File: src/rtl/eng_bus_pkg.sv
// Engine bus package with data bus layout, entry indices and host address map
`default_nettype none

package eng_bus_pkg;

   // Data word and memory geometry
   localparam int DATA_W     = 32;
   localparam int N_MEM      = 2;
   localparam int MEM_IDX_W  = $clog2(N_MEM);
   localparam int MEM_ADDR_W = 4;

   // Data bus entries
   localparam int N_SEL = 8;
   localparam int SEL_W = 3;

   localparam logic [SEL_W-1:0] SEL_ZERO  = 3'd0;
   localparam logic [SEL_W-1:0] SEL_ONE   = 3'd1;
   localparam logic [SEL_W-1:0] SEL_MEM0A = 3'd2;
   localparam logic [SEL_W-1:0] SEL_MEM0B = 3'd3;
   localparam logic [SEL_W-1:0] SEL_MEM1A = 3'd4;
   localparam logic [SEL_W-1:0] SEL_MEM1B = 3'd5;
   localparam logic [SEL_W-1:0] SEL_ALU   = 3'd6;
   localparam logic [SEL_W-1:0] SEL_MUL   = 3'd7;

   // Controller address, region on top and word below
   localparam int ENG_ADDR_W = 6;
   localparam int REGION_W   = ENG_ADDR_W - MEM_ADDR_W;

   localparam logic [REGION_W-1:0] REG_MEM0 = 2'd0;
   localparam logic [REGION_W-1:0] REG_MEM1 = 2'd1;
   localparam logic [REGION_W-1:0] REG_RDY  = 2'd2;

   // Databus address is memory index then word address
   localparam int DB_ADDR_W = MEM_IDX_W + MEM_ADDR_W;

   typedef logic [N_SEL-1:0][DATA_W-1:0] data_bus_t;

endpackage

`default_nettype wire
File: src/rtl/eng_conf_pkg.sv
// Engine configuration package with config word layout, field widths and ALU codes
`default_nettype none

package eng_conf_pkg;

   import eng_bus_pkg::*;

   // Memory port fields
   localparam int ITER_W      = 5;
   localparam int DELAY_W     = 3;
   localparam int N_PORT      = 2;
   localparam int PORT_CONF_W = 2 * MEM_ADDR_W + ITER_W + DELAY_W + 1 + SEL_W;
   localparam int MEM_CONF_W  = N_PORT * PORT_CONF_W;

   typedef enum logic [2:0] {ADD, SUB, AND, OR, XOR, MAX, MIN, PASS} alu_fn_e;

   localparam int ALU_CONF_W = $bits(alu_fn_e) + 2 * SEL_W;
   localparam int MUL_CONF_W = 2 * SEL_W + 1;

   // Config word from the top: mem0, mem1, alu, mul
   localparam int CONF_BITS   = N_MEM * MEM_CONF_W + ALU_CONF_W + MUL_CONF_W;
   localparam int CONF_MEM0_B = CONF_BITS - 1;
   localparam int CONF_MEM1_B = CONF_MEM0_B - MEM_CONF_W;
   localparam int CONF_ALU_B  = CONF_MEM1_B - MEM_CONF_W;
   localparam int CONF_MUL_B  = CONF_ALU_B - ALU_CONF_W;

   typedef struct packed {
      logic [MEM_ADDR_W-1:0] start;
      logic [MEM_ADDR_W-1:0] incr;
      logic [ITER_W-1:0]     iter;
      logic [DELAY_W-1:0]    delay;
      logic                  wr_en;
      logic [SEL_W-1:0]      sel;
   } port_conf_t;

   typedef struct packed {
      port_conf_t a;
      port_conf_t b;
   } mem_conf_t;

   typedef struct packed {
      alu_fn_e          fn;
      logic [SEL_W-1:0] sel_a;
      logic [SEL_W-1:0] sel_b;
   } alu_conf_t;

   typedef struct packed {
      logic [SEL_W-1:0] sel_a;
      logic [SEL_W-1:0] sel_b;
      logic             hi;
   } mul_conf_t;

endpackage

`default_nettype wire

File: src/rtl/eng_alu.sv
// Engine ALU, registered, with operands selected from the data bus
`default_nettype none

module eng_alu
   import eng_bus_pkg::*;
   import eng_conf_pkg::*;
(
   input  logic              rst,
   input  logic              clk,
   input  logic              run_reg,
   input  alu_conf_t         conf,
   input  data_bus_t         data_bus,
   output logic [DATA_W-1:0] result
);

   logic [DATA_W-1:0] op_a;
   logic [DATA_W-1:0] op_b;
   logic [DATA_W-1:0] res_d;

   assign op_a = data_bus[conf.sel_a];
   assign op_b = data_bus[conf.sel_b];

   always_comb begin
      case (conf.fn)
         ADD:     res_d = op_a + op_b;
         SUB:     res_d = op_a - op_b;
         AND:     res_d = op_a & op_b;
         OR:      res_d = op_a | op_b;
         XOR:     res_d = op_a ^ op_b;
         // Signed compare for max and min
         MAX:     res_d = ($signed(op_a) > $signed(op_b)) ? op_a : op_b;
         MIN:     res_d = ($signed(op_a) < $signed(op_b)) ? op_a : op_b;
         default: res_d = op_a;
      endcase
   end

   always_ff @(posedge rst or posedge clk) begin
      if (clk) begin
         result <= '0;
      end else if (run_reg) begin
         result <= '0;
      end else begin
         result <= res_d;
      end
   end

endmodule

`default_nettype wire

File: config.mk
export PLATFORM = sky130hd
export DESIGN_NAME = eng_alu
export DESIGN_NICKNAME = d
export VERILOG_FILES = /design/src/rtl/eng_bus_pkg.sv /design/src/rtl/eng_conf_pkg.sv /design/src/rtl/eng_alu.sv
export SDC_FILE = /design/constraint.sdc
export NUM_CORES = 1
export LEC_CHECK = 0
export BUFFER_PORTS_ARGS = -buffer_cell sky130_fd_sc_hd__buf_2
export CORE_ASPECT_RATIO = 0.75
export CORE_MARGIN = 4
export CORE_UTILIZATION = 39
export CTS_CLUSTER_SIZE = 8
export DETAILED_ROUTE_END_ITERATION = 8
export SLEW_MARGIN = 0
export SYNTH_ARGS = -nofsm -noshare
export SYNTH_HDL_FRONTEND = slang
export SYNTH_SLANG_ARGS = --single-unit
File: constraint.sdc
create_clock -name rst -period 1.1 [get_ports rst]
set_clock_uncertainty 0.15 [all_clocks]
set_input_delay 0.11 -clock rst [delete_from_list [all_inputs] [get_ports rst]]
set_output_delay 0.11 -clock rst [all_outputs]
set_load 0.01 [all_outputs]
# After elaboration in Yosys (flattened, before gate mapping)
# Index checks and enable logic that the tools add are counted.
[classes]
addsub = 2
mul = 0
div = 0
order_cmp = 4
n_eq_ne = 6
shift = 0
muxes = 8
n_bitwise = 3
reduce_logical = 1
[ops]
columns = ["operator", "count"]
rows = [
  ["$pmux W32 S7", 1],
  ["$bmux W32 S3", 2],
  ["$mux W32", 5],
  ["$add A32 B32 Y32", 1],
  ["$and A32 B32 Y32", 1],
  ["$gt A32 B32 Y1", 1],
  ["$lt A32 B32 Y1", 1],
  ["$or A32 B32 Y32", 1],
  ["$sub A32 B32 Y32", 1],
  ["$xor A32 B32 Y32", 1],
  ["$eq A3 B3 Y1 const B", 3],
  ["$lt A3 B4 Y1 const B", 2],
  ["$eq A3 B2 Y1 const B", 2],
  ["$eq A3 B1 Y1 const B", 1],
  ["$logic_not A3 Y1", 1],
]
[totals]
ff_bits = 32
latchBits = 0
ram_bits = 0
romBits = 0
out_inout_bits = 32
mem_count = 0

# Logic depth before layout (Yosys ltp)
# Gate-level depths: netlist of run 1.
[logic_depth]
ltp_word = 6
depth_mapped = 20

# Worst setup path after synthesis of run 1
# No wires, ideal clock.
[synth_path]
kind = "input to register"
startpoint = "in conf[0] (netlist bit)"
endpoint = "reg result[28]"
t_arrival_ns = 4.701
required_ns = 0.826
setup_slack_ns = -3.875
path_stages = 18
path_buffers = 3
cell_sequence = "buf_2 buf_2 buf_2 mux4_2 mux2i_1 inv_1 ha_1 fa_1 o21ba_1 a2111oi_4 o22ai_2 or2_4 a2111oi_0 or3_1 a21oi_1 xnor2_1 o221ai_1 o31a_1"
[synth_via]
elab_chain_cells = 6
[synth_rtl]
columns = ["item", "line_no", "text"]
rows = [
  ["from (decl)", "eng_alu.sv:11", "input alu_conf_t conf,"],
  ["$bmux W32 S3 (*)", "eng_alu.sv:21", "assign op_b = data_bus[conf.sel_b];"],
  ["$mux W32 (not written as such) (*)", "eng_alu.sv:21", ""],
  ["$lt A32 B32 Y1 or $gt A32 B32 Y1 (tied branches)", "eng_alu.sv:32, eng_alu.sv:31", ""],
  ["$mux W32, on equally long branches", "eng_alu.sv:32, eng_alu.sv:31", ""],
  ["$pmux W32 S7 (*)", "eng_alu.sv:24", "case (conf.fn)"],
  ["$mux W32 (*)", "eng_alu.sv:40", "end else if (run_reg) begin"],
  ["to (signal assigned)", "eng_alu.sv:43", "result <= res_d;"],
  ["to (decl)", "eng_alu.sv:13", "output logic [DATA_W-1:0] result"],
]
# Every way passes the cells marked *; elsewhere a longest branch is shown, timed or not. The select of a mux whose other input is x is not followed.

# Final worst setup path of run 1
[layout_path]
startpoint = "in conf[0] (netlist bit)"
endpoint = "reg result[24]"
# Same word-level chain as after synthesis.

==> results.py, run 1 <==
metrics = {
    "status": {
        "outcome": "complete, but fails checks",
        "violations": "negative setup slack",
    },
    "die": {
        "fp.dieH_um": 155,
        "die_x_um": 204,
        "core-area_um2": 28200,
        "die-area_um2": 31700,
        "number_of_placement_rows": 53,
        "start_util_pct": 39.9,
        "pin_count": 300,
    },
    "drt": {
        "drt-wirelength-per-cell_um": 25.9,
        "detail_route.drc_violations": 0,
        "detail_route.iter0.violations": 2104,
        "route.vias.total": 15500,
        "detail_route.vias_per_cell": 6.16,
        "wl_mm": 65.0,
        "antenna_left": 0,
        "dr.pass1.iters": 6,
    },
    "synth": {
        "synth.cell_area_um2": 11300,
        "postSynthCellCount": 1316,
        "synth_edf_count": 0,
        "synth_seq_cells": 32,
        "postSynthAreaPerCell_um2": 8.56,
        "yosysWarnings": 0,
        "synth.yosys.seq_area_share_pct": 7.11,
        "synth_simple_gate_area_share_pct": 12.0,
        "main_combinational_cell_family_by_area_after_synthesis": "multiplexers",
        "post_synth_xor_area_fraction_pct": 1.63,
        "synth_compound_area_share_pct": 28.3,
        "synth_mux_area_share_pct": 32.2,
        "ys_dominant_reg_cell": "dfrtp_1",
        "yosys.cell_types.count": 85,
        "async_reset_ff_share_pct": 100,
        "share_of_the_synthesized_area_in_the_top_cell_type_pct": 25.6,
        "netlist_top_cells_area": "mux4_2 26%, ha_1 11%, dfrtp_1 7.1%",
        "synth_top_area_cell": "mux4_2",
        "synthAdderAreaFrac_pct": 11.0,
        "postSynthNetCount": 1682,
    },
    "sta": {
        "final-setup-viol-count": 38,
        "final_max_slew_viol_count": 0,
        "worstMarginPinSlew_ps": 571,
        "rsz_0062_raised_after_global_routing": "yes",
        "maxClockFrequency_ghz": 0.251,
        "post-route-min-period_ps": 3990,
        "max_slew_margin_pct": 61.6,
        "final.period_utilization_pct": 363,
        "fin_ws_ps": -2890,
        "holdWs_ps": 132,
        "finalHoldViolations": 0,
    },
    "clocking": {
        "cts.path.max_buffers": 2,
        "numCtsBuffers": 5,
        "cts.reportedPaths.clkPinSlew_ps": 60,
        "clock_tree_from_tritoncts": "yes",
        "cts_max_level": 2,
        "clock_sink_count": 32,
        "cts.root.buffer_cell": "clkbuf_16",
    },
    "global_routing": {
        "met1_usage_pct": 54.2,
        "grt_pass1_vias": 15100,
        "grt.overflow.total": 0,
        "grtUsageMet3_pct": 13.3,
        "gr_util_met2_pct": 55.0,
        "grt_start_max_net_pins": 28,
        "grt_antenna_before_repair": 20,
        "wire_length_of_the_first_global_routing_pass_mm": 92.1,
        "global_route.peak_usage_layer": "met2",
        "grtUsageTotal_pct": 38.5,
    },
    "finish": {
        "area_delta_synth_final_pct": 71.3,
        "max_flop_register": "result",
        "area_occupied_by_multi_input_gates_um2": 10800,
        "layout_top_registers": "result (32)",
        "drive_gt1_share_pct": 60.1,
        "register_area_um2": 801,
        "final_util_pct": 68.3,
        "largest_register_ff_count": 32,
        "layout.nets": 2470,
        "fillers": 2312,
    },
    "job": {
        "timing.max_cap.violations": 0,
    },
    "power": {
        "irDropWorstVdd_mv": 0.812,
        "cellPowerDensity_nw_per_um2": 1210,
        "total_leakage_power_nw": 8.91,
        "power.total_mw": 23.4,
    },
    "critical_path": {
        "cp.arrival_ps": 3980,
        "cp-start-kind": "primary input",
        "max_stage_delay_on_crit_path_ps": 550,
        "cp_num_cells": 16,
        "critPathBufInv": 4,
        "setup.worst_path.end_class": "register",
        "worstPathRequired_ps": 1090,
        "timing_worst_setup_path_type": "primary input to register",
        "crit_fanout": 8,
        "path_cells": "buf_12 > buf_16 > mux4_2 > mux2i_1 > buf_4 > ha_2 > and2b_1 > a2111oi_4 > o22ai_2 > or2_4 > buf_6 > a2111oi_4 > or3_4 > xnor2_1 > a222oi_1 > a41oi_2",
        "family_with_the_most_delay_on_the_worst_path": "compound AO/OA/AOI/OAI gates",
        "path_common_cell": "a2111oi_4",
        "worst_path_max_delay_cell": "mux4_2",
    },
    "worst_hold_path": {
        "min_delay_path_depth": 3,
        "holdCritPathClass": "primary input to register",
    },
    "placement": {
        "place_hpwl_mm": 52.5,
        "place_congestion": 1.04,
        "io_buffer_count": 299,
    },
}
==> logic make-up (layout without fill, tap and decap cells) <==
| logic type | count (synthesis) | in the layout |
|---|---|---|
| mux | 199 | 199 |
| compound gates | 453 | 453 |
| flops | 32 | 32 |
| other cells | 0 | 21 |
| simple gates | 302 | 302 |
| fa+ha+maj | 98 | 98 |
| buf+inv | 211 | 1000 |
| xor+xnor | 21 | 21 |
==> report_power, final <==
part | internal [mW] | switching [mW]
Clock | 1.20 | 0.688
Combinational | 9.83 | 10.2
Sequential | 1.38 | 0.119
==> final timing paths <==
kind	startpoint	end	slack [ps]
max	conf[0]	result[24]	-2890
min	run_reg	result[4]	130
min in group asynchronous	clk	result[2]	180
max in group asynchronous	clk	result[31]	160
==> repair_timing <==
action / 4_1_cts / 5_1_grt
pin swaps: 64 / 88
hold buffers: 1 / 0
endpoints found under the hold margin: 32 / 0
setup endpoints to repair: 39 / 41
gates cloned: 4 / 2
buffers inserted: 43 / 22
resized for setup: 158 / 159
==> cells in the final DEF (no fill, tap or decap), types with 15 or more instances in the layout <==
cell type  netlist  final
ha_4             0     18
inv_1           93     88
dfrtp_1         32     32
a21oi_1         98     77
nor3_1          24     19
xnor2_1         18     15
o21ai_0         95     79
diode_2          0     21
buf_2           30    296
buf_4            2    520
ha_1            96     71
mux2_2          25     17
o211ai_1        32     32
o21bai_1        17     15
mux2i_1         46     29
buf_6            5     48
nor2_1         100     91
a21o_1          25     24
buf_12           0     21
a21oi_2          1     17
nand2_1        101     84
nand3_1         20     18
nand2_2          0     15
mux4_2         128    128
==> final cells by class <==
class | instances | area share (%)
clock inverter | 1 | 0.156
antenna | 21 | 0.272
timing repair buffer | 897 | 34.2
tap | 385 | 2.50
sequential | 32 | 4.15
multi-input combinational | 1073 | 56.1
inverter | 95 | 1.85
clock buffer | 7 | 0.791
==> cells in the mapped netlist (30+ instances only) <==
cell / number
clkbuf_1: 73
a21oi_1: 98
mux2i_1: 46
buf_2: 30
mux4_2: 128
nand2_1: 101
o211ai_1: 32
ha_1: 96
o21ai_0: 95
nor2_1: 100
inv_1: 93
dfrtp_1: 32
==> through the flow <==
step / setup TNS (ps) / instance area [µm²] / instances / setup slack (ps)
finish: -89690 / 19300 / 2511 / -2890
global route: -93600 / 19300 / 2510 / -2990
CTS: -89150 / 18300 / 2469 / -2870
detailed placement: -105020 / 17000 / 2413 / -3390
global placement: -103650 / 17000 / 2413 / -3320
floorplan: -94200 / 11500 / 1316 / -2990
==> per-layer routing <==
layer | up-vias | wire length [µm]
met1 | 7441 | 26200
met2 | 1165 | 27500
met4 | 2 | 2030
met5 | - | 13
li1 | 6726 | -
met3 | 129 | 9330
==> tightest hold or removal path, stage by stage <==
cell	delay [ps]
buf_2	110
buf_4	250
a221oi_2	50
Note: power is estimated with default switching activity, not from simulation.
==> inputs of run 2 (changes only) <==
==> constraint.sdc (replaced) <==
create_clock -name rst -period 4.7 [get_ports rst]
set_clock_uncertainty 0.15 [all_clocks]
set_input_delay 0.47 -clock rst [delete_from_list [all_inputs] [get_ports rst]]
set_output_delay 0.47 -clock rst [all_outputs]
set_load 0.01 [all_outputs]
==> results.py, run 2 (same netlist as run 1, synthesis figures left out) <==
metrics = {
    "status": {
        "outcome": "complete, no violations",
    },
    "power": {
        "internal_power_mw": 2.35,
        "switchingPower_mw": 2.23,
        "power_switching_share_pct": 48.7,
        "p_seq_share_pct": 7.5,
        "total_leakage_power_nw": 7.70,
        "power.total_mw": 4.58,
        "irDropWorstVdd_mv": 0.192,
        "p_comb_share_pct": 83.7,
        "cellPowerDensity_nw_per_um2": 277,
        "pwr-share-clk_pct": 8.8,
    },
    "global_routing": {
        "met1_usage_pct": 52.9,
        "grt_start_max_net_pins": 33,
        "grt_pass1_vias": 14100,
        "grtUsageTotal_pct": 36.7,
        "grt_antenna_before_repair": 18,
        "grtUsageMet3_pct": 12.1,
        "wire_length_of_the_first_global_routing_pass_mm": 88.5,
        "gr_util_met2_pct": 52.5,
        "global_route.peak_usage_layer": "met1",
        "grt.overflow.total": 0,
    },
    "drt": {
        "antenna_left": 0,
        "detail_route.drc_violations": 0,
        "wl_mm": 61.1,
        "detail_route.vias_per_cell": 6.25,
        "route.vias.total": 14500,
        "dr.pass1.iters": 9,
        "detail_route.iter0.violations": 1836,
        "drt-wirelength-per-cell_um": 26.3,
    },
    "finish": {
        "layout.nets": 2285,
        "final_common_cell": "buf_4",
        "layout_top_registers": "result (32)",
        "max_flop_register": "result",
        "design_area_um2": 16500,
        "area_occupied_by_multi_input_gates_um2": 9860,
        "final-instance-count-excl-fill": 2322,
        "final_util_pct": 58.5,
        "area_delta_synth_final_pct": 46.6,
        "most-common-layout-cells": "396 x buf_4, 297 x buf_2, 128 x mux4_2, 100 x nand2_1, 96 x nor2_1",
        "fillers": 2627,
        "drive_gt1_share_pct": 49.1,
        "largest_register_ff_count": 32,
        "register_area_um2": 801,
    },
    "clocking": {
        "cts_hold_buffers": 0,
        "cts_max_level": 2,
        "clock_tree_from_tritoncts": "yes",
        "cts.path.max_buffers": 2,
        "clock_sink_count": 32,
        "cts.reportedPaths.clkPinSlew_ps": 70,
        "cts.root.buffer_cell": "clkbuf_16",
        "numCtsBuffers": 5,
    },
    "sta": {
        "final.period_utilization_pct": 97.8,
        "rsz_0062_raised_after_global_routing": "yes",
        "finalHoldViolations": 0,
        "worstMarginPinSlew_ps": 705,
        "maxClockFrequency_ghz": 0.217,
        "final_max_slew_viol_count": 0,
        "final-setup-viol-count": 0,
        "max_slew_margin_pct": 52.9,
        "post-route-min-period_ps": 4600,
    },
    "job": {
        "timing.max_cap.violations": 0,
    },
    "die": {
        "pin_count": 300,
        "number_of_placement_rows": 53,
        "core-area_um2": 28200,
        "fp.dieH_um": 155,
        "die_x_um": 204,
        "die-area_um2": 31700,
        "start_util_pct": 39.9,
    },
    "critical_path": {
        "cp.arrival_ps": 4630,
        "path_common_cell": "buf_4",
        "worstPathRequired_ps": 4740,
        "setup.worst_path.end_class": "register",
        "max_stage_delay_on_crit_path_ps": 520,
        "timing_worst_setup_path_type": "primary input to register",
        "crit_fanout": 17,
        "cp-start-kind": "primary input",
        "worst_path_max_delay_cell": "mux4_2",
        "path_cells": "buf_4 > buf_12 > buf_12 > mux4_2 > mux2i_2 > buf_4 > ha_1 > or2_4 > or3_4 > nor3_1 > nand3_1 > buf_4 > buf_4 > o31ai_4 > buf_12 > nand3_1 > a21o_1 > a221oi_2",
    },
    "placement": {
        "place.detailed.instances": 2285,
        "io_buffer_count": 299,
        "place_congestion": 1.01,
        "detailed_place.area_um2": 16000,
        "place_hpwl_mm": 49.9,
    },
    "worst_hold_path": {
        "holdCritPathClass": "primary input to asynchronous set/reset pin",
    },
}
==> run 2: changes by cell type in the layout (fill, tap and decap cells not counted), moves of 10 or more <==
cell,before,now
o21ai_0,79,94
a211oi_1,11,21
a21oi_1,77,94
nand2_2,15,1
ha_1,71,93
buf_6,48,3
ha_4,18,1
buf_4,520,396
a21oi_2,17,5
mux2i_1,29,41
nand2_1,84,100
==> run 2: worst max-delay path: cells and delay by family <==
kind	cells	cell delay [ps]
fa+ha+maj	1	260
mux	2	720
simple gates	5	1080
compound gates	3	890
buf+inv	7	1200
==> run 2: area by class of cell <==
class / instances / share of cell area [%]
multi-input combinational: 1073 / 59.7
timing repair buffer: 712 / 29.1
sequential: 32 / 4.85
tap: 385 / 2.92
inverter: 95 / 2.16
clock buffer: 6 / 0.780
antenna: 17 / 0.258
clock inverter: 2 / 0.212
==> run 2: through the flow <==
| step | setup WS [ps] | TNS (ps) | hold slack, ps |
|---|---|---|---|
| 2_1_floorplan | 2.81 | 0 | 436 |
| 3_3_place_gp | -443 | -8170 | 467 |
| 3_5_place_dp | -484 | -8370 | 481 |
| 4_1_cts | 4.85 | 0 | 173 |
| 5_1_grt | -53.5 | -111 | 203 |
| 6_report | 102 | 0 | 154 |
==> run 2: worst paths after layout <==
kind | start | to | depth (start not counted)
min in group rst | run_reg | result[14] | 2
max in group asynchronous | clk | result[25] | 3
setup / recovery | conf[3] | result[5] | 18
hold / removal | clk | result[15] | 3
==> run 2: per-layer routing <==
metal | routed length (µm) | vias to the layer above
met1 | 25000 | 6931
li1 | - | 6353
met4 | 2050 | 2
met2 | 25300 | 1096
met5 | 11 | -
met3 | 8710 | 129
==> run 2: power by group through the flow <==
stage                     combinational [mW]  sequential [mW]  clock [mW]
final                                   3.83            0.344       0.401
after global routing                    4.05            0.346       0.409
after CTS                               3.58            0.345       0.399
after detailed placement                3.56            0.349           0
after global placement                  3.53            0.351           0
after floorplan                         1.80            0.365           0
==> run 2: timing repair <==
item,CTS,global route
resized for setup,4,48
cloned,0,0
buffers inserted,0,12
setup endpoints to repair,12,29
pin swaps,0,6
==> inputs of run 3 (changes only) <==
==> constraint.sdc (replaced) <==
create_clock -name rst -period 4.2 [get_ports rst]
set_clock_uncertainty 0.15 [all_clocks]
set_input_delay 0.42 -clock rst [delete_from_list [all_inputs] [get_ports rst]]
set_output_delay 0.42 -clock rst [all_outputs]
set_load 0.01 [all_outputs]
==> results.py, run 3 (same netlist as run 1, synthesis figures left out) <==
metrics = {
    "status": {
        "outcome": "complete, but fails checks",
        "violations": "negative setup slack",
    },
    "finish": {
        "final_common_cell": "buf_4",
        "final-instance-count-excl-fill": 2417,
        "final_util_pct": 64.4,
        "largest_register_ff_count": 32,
        "area_delta_synth_final_pct": 61.4,
        "drive_gt1_share_pct": 56.2,
        "most-common-layout-cells": "456 x buf_4, 296 x buf_2, 128 x mux4_2, 98 x nor2_1, 89 x inv_1",
        "max_flop_register": "result",
        "design_area_um2": 18200,
        "layout_top_registers": "result (32)",
        "layout.nets": 2386,
    },
    "sta": {
        "final.period_utilization_pct": 104,
        "post-route-min-period_ps": 4350,
        "max_slew_margin_pct": 45.7,
        "final_max_slew_viol_count": 0,
        "setup_total_negative_slack_ps": -1850,
        "worstMarginPinSlew_ps": 814,
        "maxClockFrequency_ghz": 0.230,
        "rsz_0062_raised_after_global_routing": "yes",
        "fin_ws_ps": -150,
        "holdWs_ps": 76.6,
        "final-setup-viol-count": 25,
        "finalHoldViolations": 0,
    },
    "clocking": {
        "numCtsBuffers": 5,
        "cts.root.buffer_cell": "clkbuf_16",
        "cts_max_level": 2,
        "clock_tree_from_tritoncts": "yes",
        "cts_hold_buffers": 0,
        "clock_sink_count": 32,
        "cts.path.max_buffers": 2,
        "cts.reportedPaths.clkPinSlew_ps": 70,
    },
    "placement": {
        "detailed_place.area_um2": 16300,
        "place_congestion": 1.05,
        "io_buffer_count": 299,
        "place_hpwl_mm": 50.3,
        "place_worst_setup_slack_ps": -795,
        "place.detailed.instances": 2325,
    },
    "power": {
        "power.total_mw": 5.84,
        "cellPowerDensity_nw_per_um2": 321,
        "total_leakage_power_nw": 8.40,
        "irDropWorstVdd_mv": 0.203,
    },
    "critical_path": {
        "crit_fanout": 8,
        "timing_worst_setup_path_type": "primary input to register",
        "worst_path_max_delay_cell": "or4_4",
        "cp-start-kind": "primary input",
        "setup.worst_path.end_class": "register",
        "cp.arrival_ps": 4390,
        "path_cells": "buf_16 > buf_8 > buf_6 > mux4_2 > mux2i_2 > inv_1 > ha_2 > or4_4 > o22ai_4 > or2_4 > a21oi_4 > o41a_4 > buf_6 > clkbuf_16 > buf_4 > a211oi_2 > a311oi_1 > a221oi_2",
        "critPathBufInv": 7,
        "max_stage_delay_on_crit_path_ps": 530,
        "family_with_the_most_delay_on_the_worst_path": "compound AO/OA/AOI/OAI gates",
        "path_common_cell": "buf_6",
        "worstPathRequired_ps": 4240,
    },
    "drt": {
        "detail_route.drc_violations": 0,
        "wl_mm": 64.8,
        "dr.pass1.iters": 6,
        "detail_route.vias_per_cell": 6.36,
        "detail_route.iter0.violations": 1988,
        "route.vias.total": 15400,
        "drt-wirelength-per-cell_um": 26.8,
        "antenna_left": 0,
    },
    "global_routing": {
        "grt_pass1_vias": 14600,
        "grtUsageTotal_pct": 38.3,
        "grt_antenna_before_repair": 11,
        "grt_start_max_net_pins": 33,
        "wire_length_of_the_first_global_routing_pass_mm": 92.0,
        "grt.overflow.total": 0,
    },
    "die": {
        "fp.dieH_um": 155,
        "die-area_um2": 31700,
        "pin_count": 300,
        "core-area_um2": 28200,
        "die_x_um": 204,
        "number_of_placement_rows": 53,
        "start_util_pct": 39.9,
    },
    "worst_hold_path": {
        "holdCritPathClass": "primary input to asynchronous set/reset pin",
    },
    "job": {
        "timing.max_cap.violations": 0,
    },
}
## run 3: final cells by class
| type | instances | area [µm²] |
|---|---|---|
| Fill cell | 2403 | 10100 |
| Clock buffer | 7 | 143 |
| Timing Repair Buffer | 813 | 5900 |
| Tap cell | 385 | 482 |
| Antenna cell | 11 | 27.5 |
| Multi-Input combinational cell | 1073 | 10500 |
| Clock inverter | 1 | 7.51 |
| Sequential cell | 32 | 801 |
| Inverter | 95 | 359 |
## run 3: worst paths after layout
path	depth (start not counted)	slack, ps	startpoint	to
setup / recovery	18	-150	conf[3]	result[4]
max in group asynchronous	3	3440	clk	result[24]
min in group rst	2	660	run_reg	result[16]
hold / removal	3	80	clk	result[6]
## run 3: metal layers
metal  vias up  wire length, µm  global-route usage [%]  part of all wire, %
met5         -               28                       0                0.043
met4         2             2080                    10.5                  3.2
met3       136             9880                    13.5                   15
met2      1256            26600                    53.7                   41
met1      7436            26200                    55.9                   40
li1       6549                -                       -                    -
## run 3: repair_timing
action	4_1_cts	5_1_grt
endpoints found under the setup margin	32	32
hold endpoints to repair	0	0
buffers inserted	29	40
gates cloned	6	1
resized for setup	108	116
pin swaps	45	63
## run 3: power by group
part	switching (mW)	internal (mW)
combinational	2.59	2.42
clock	0.194	0.238
sequential	0.0303	0.360
total	2.82	3.02
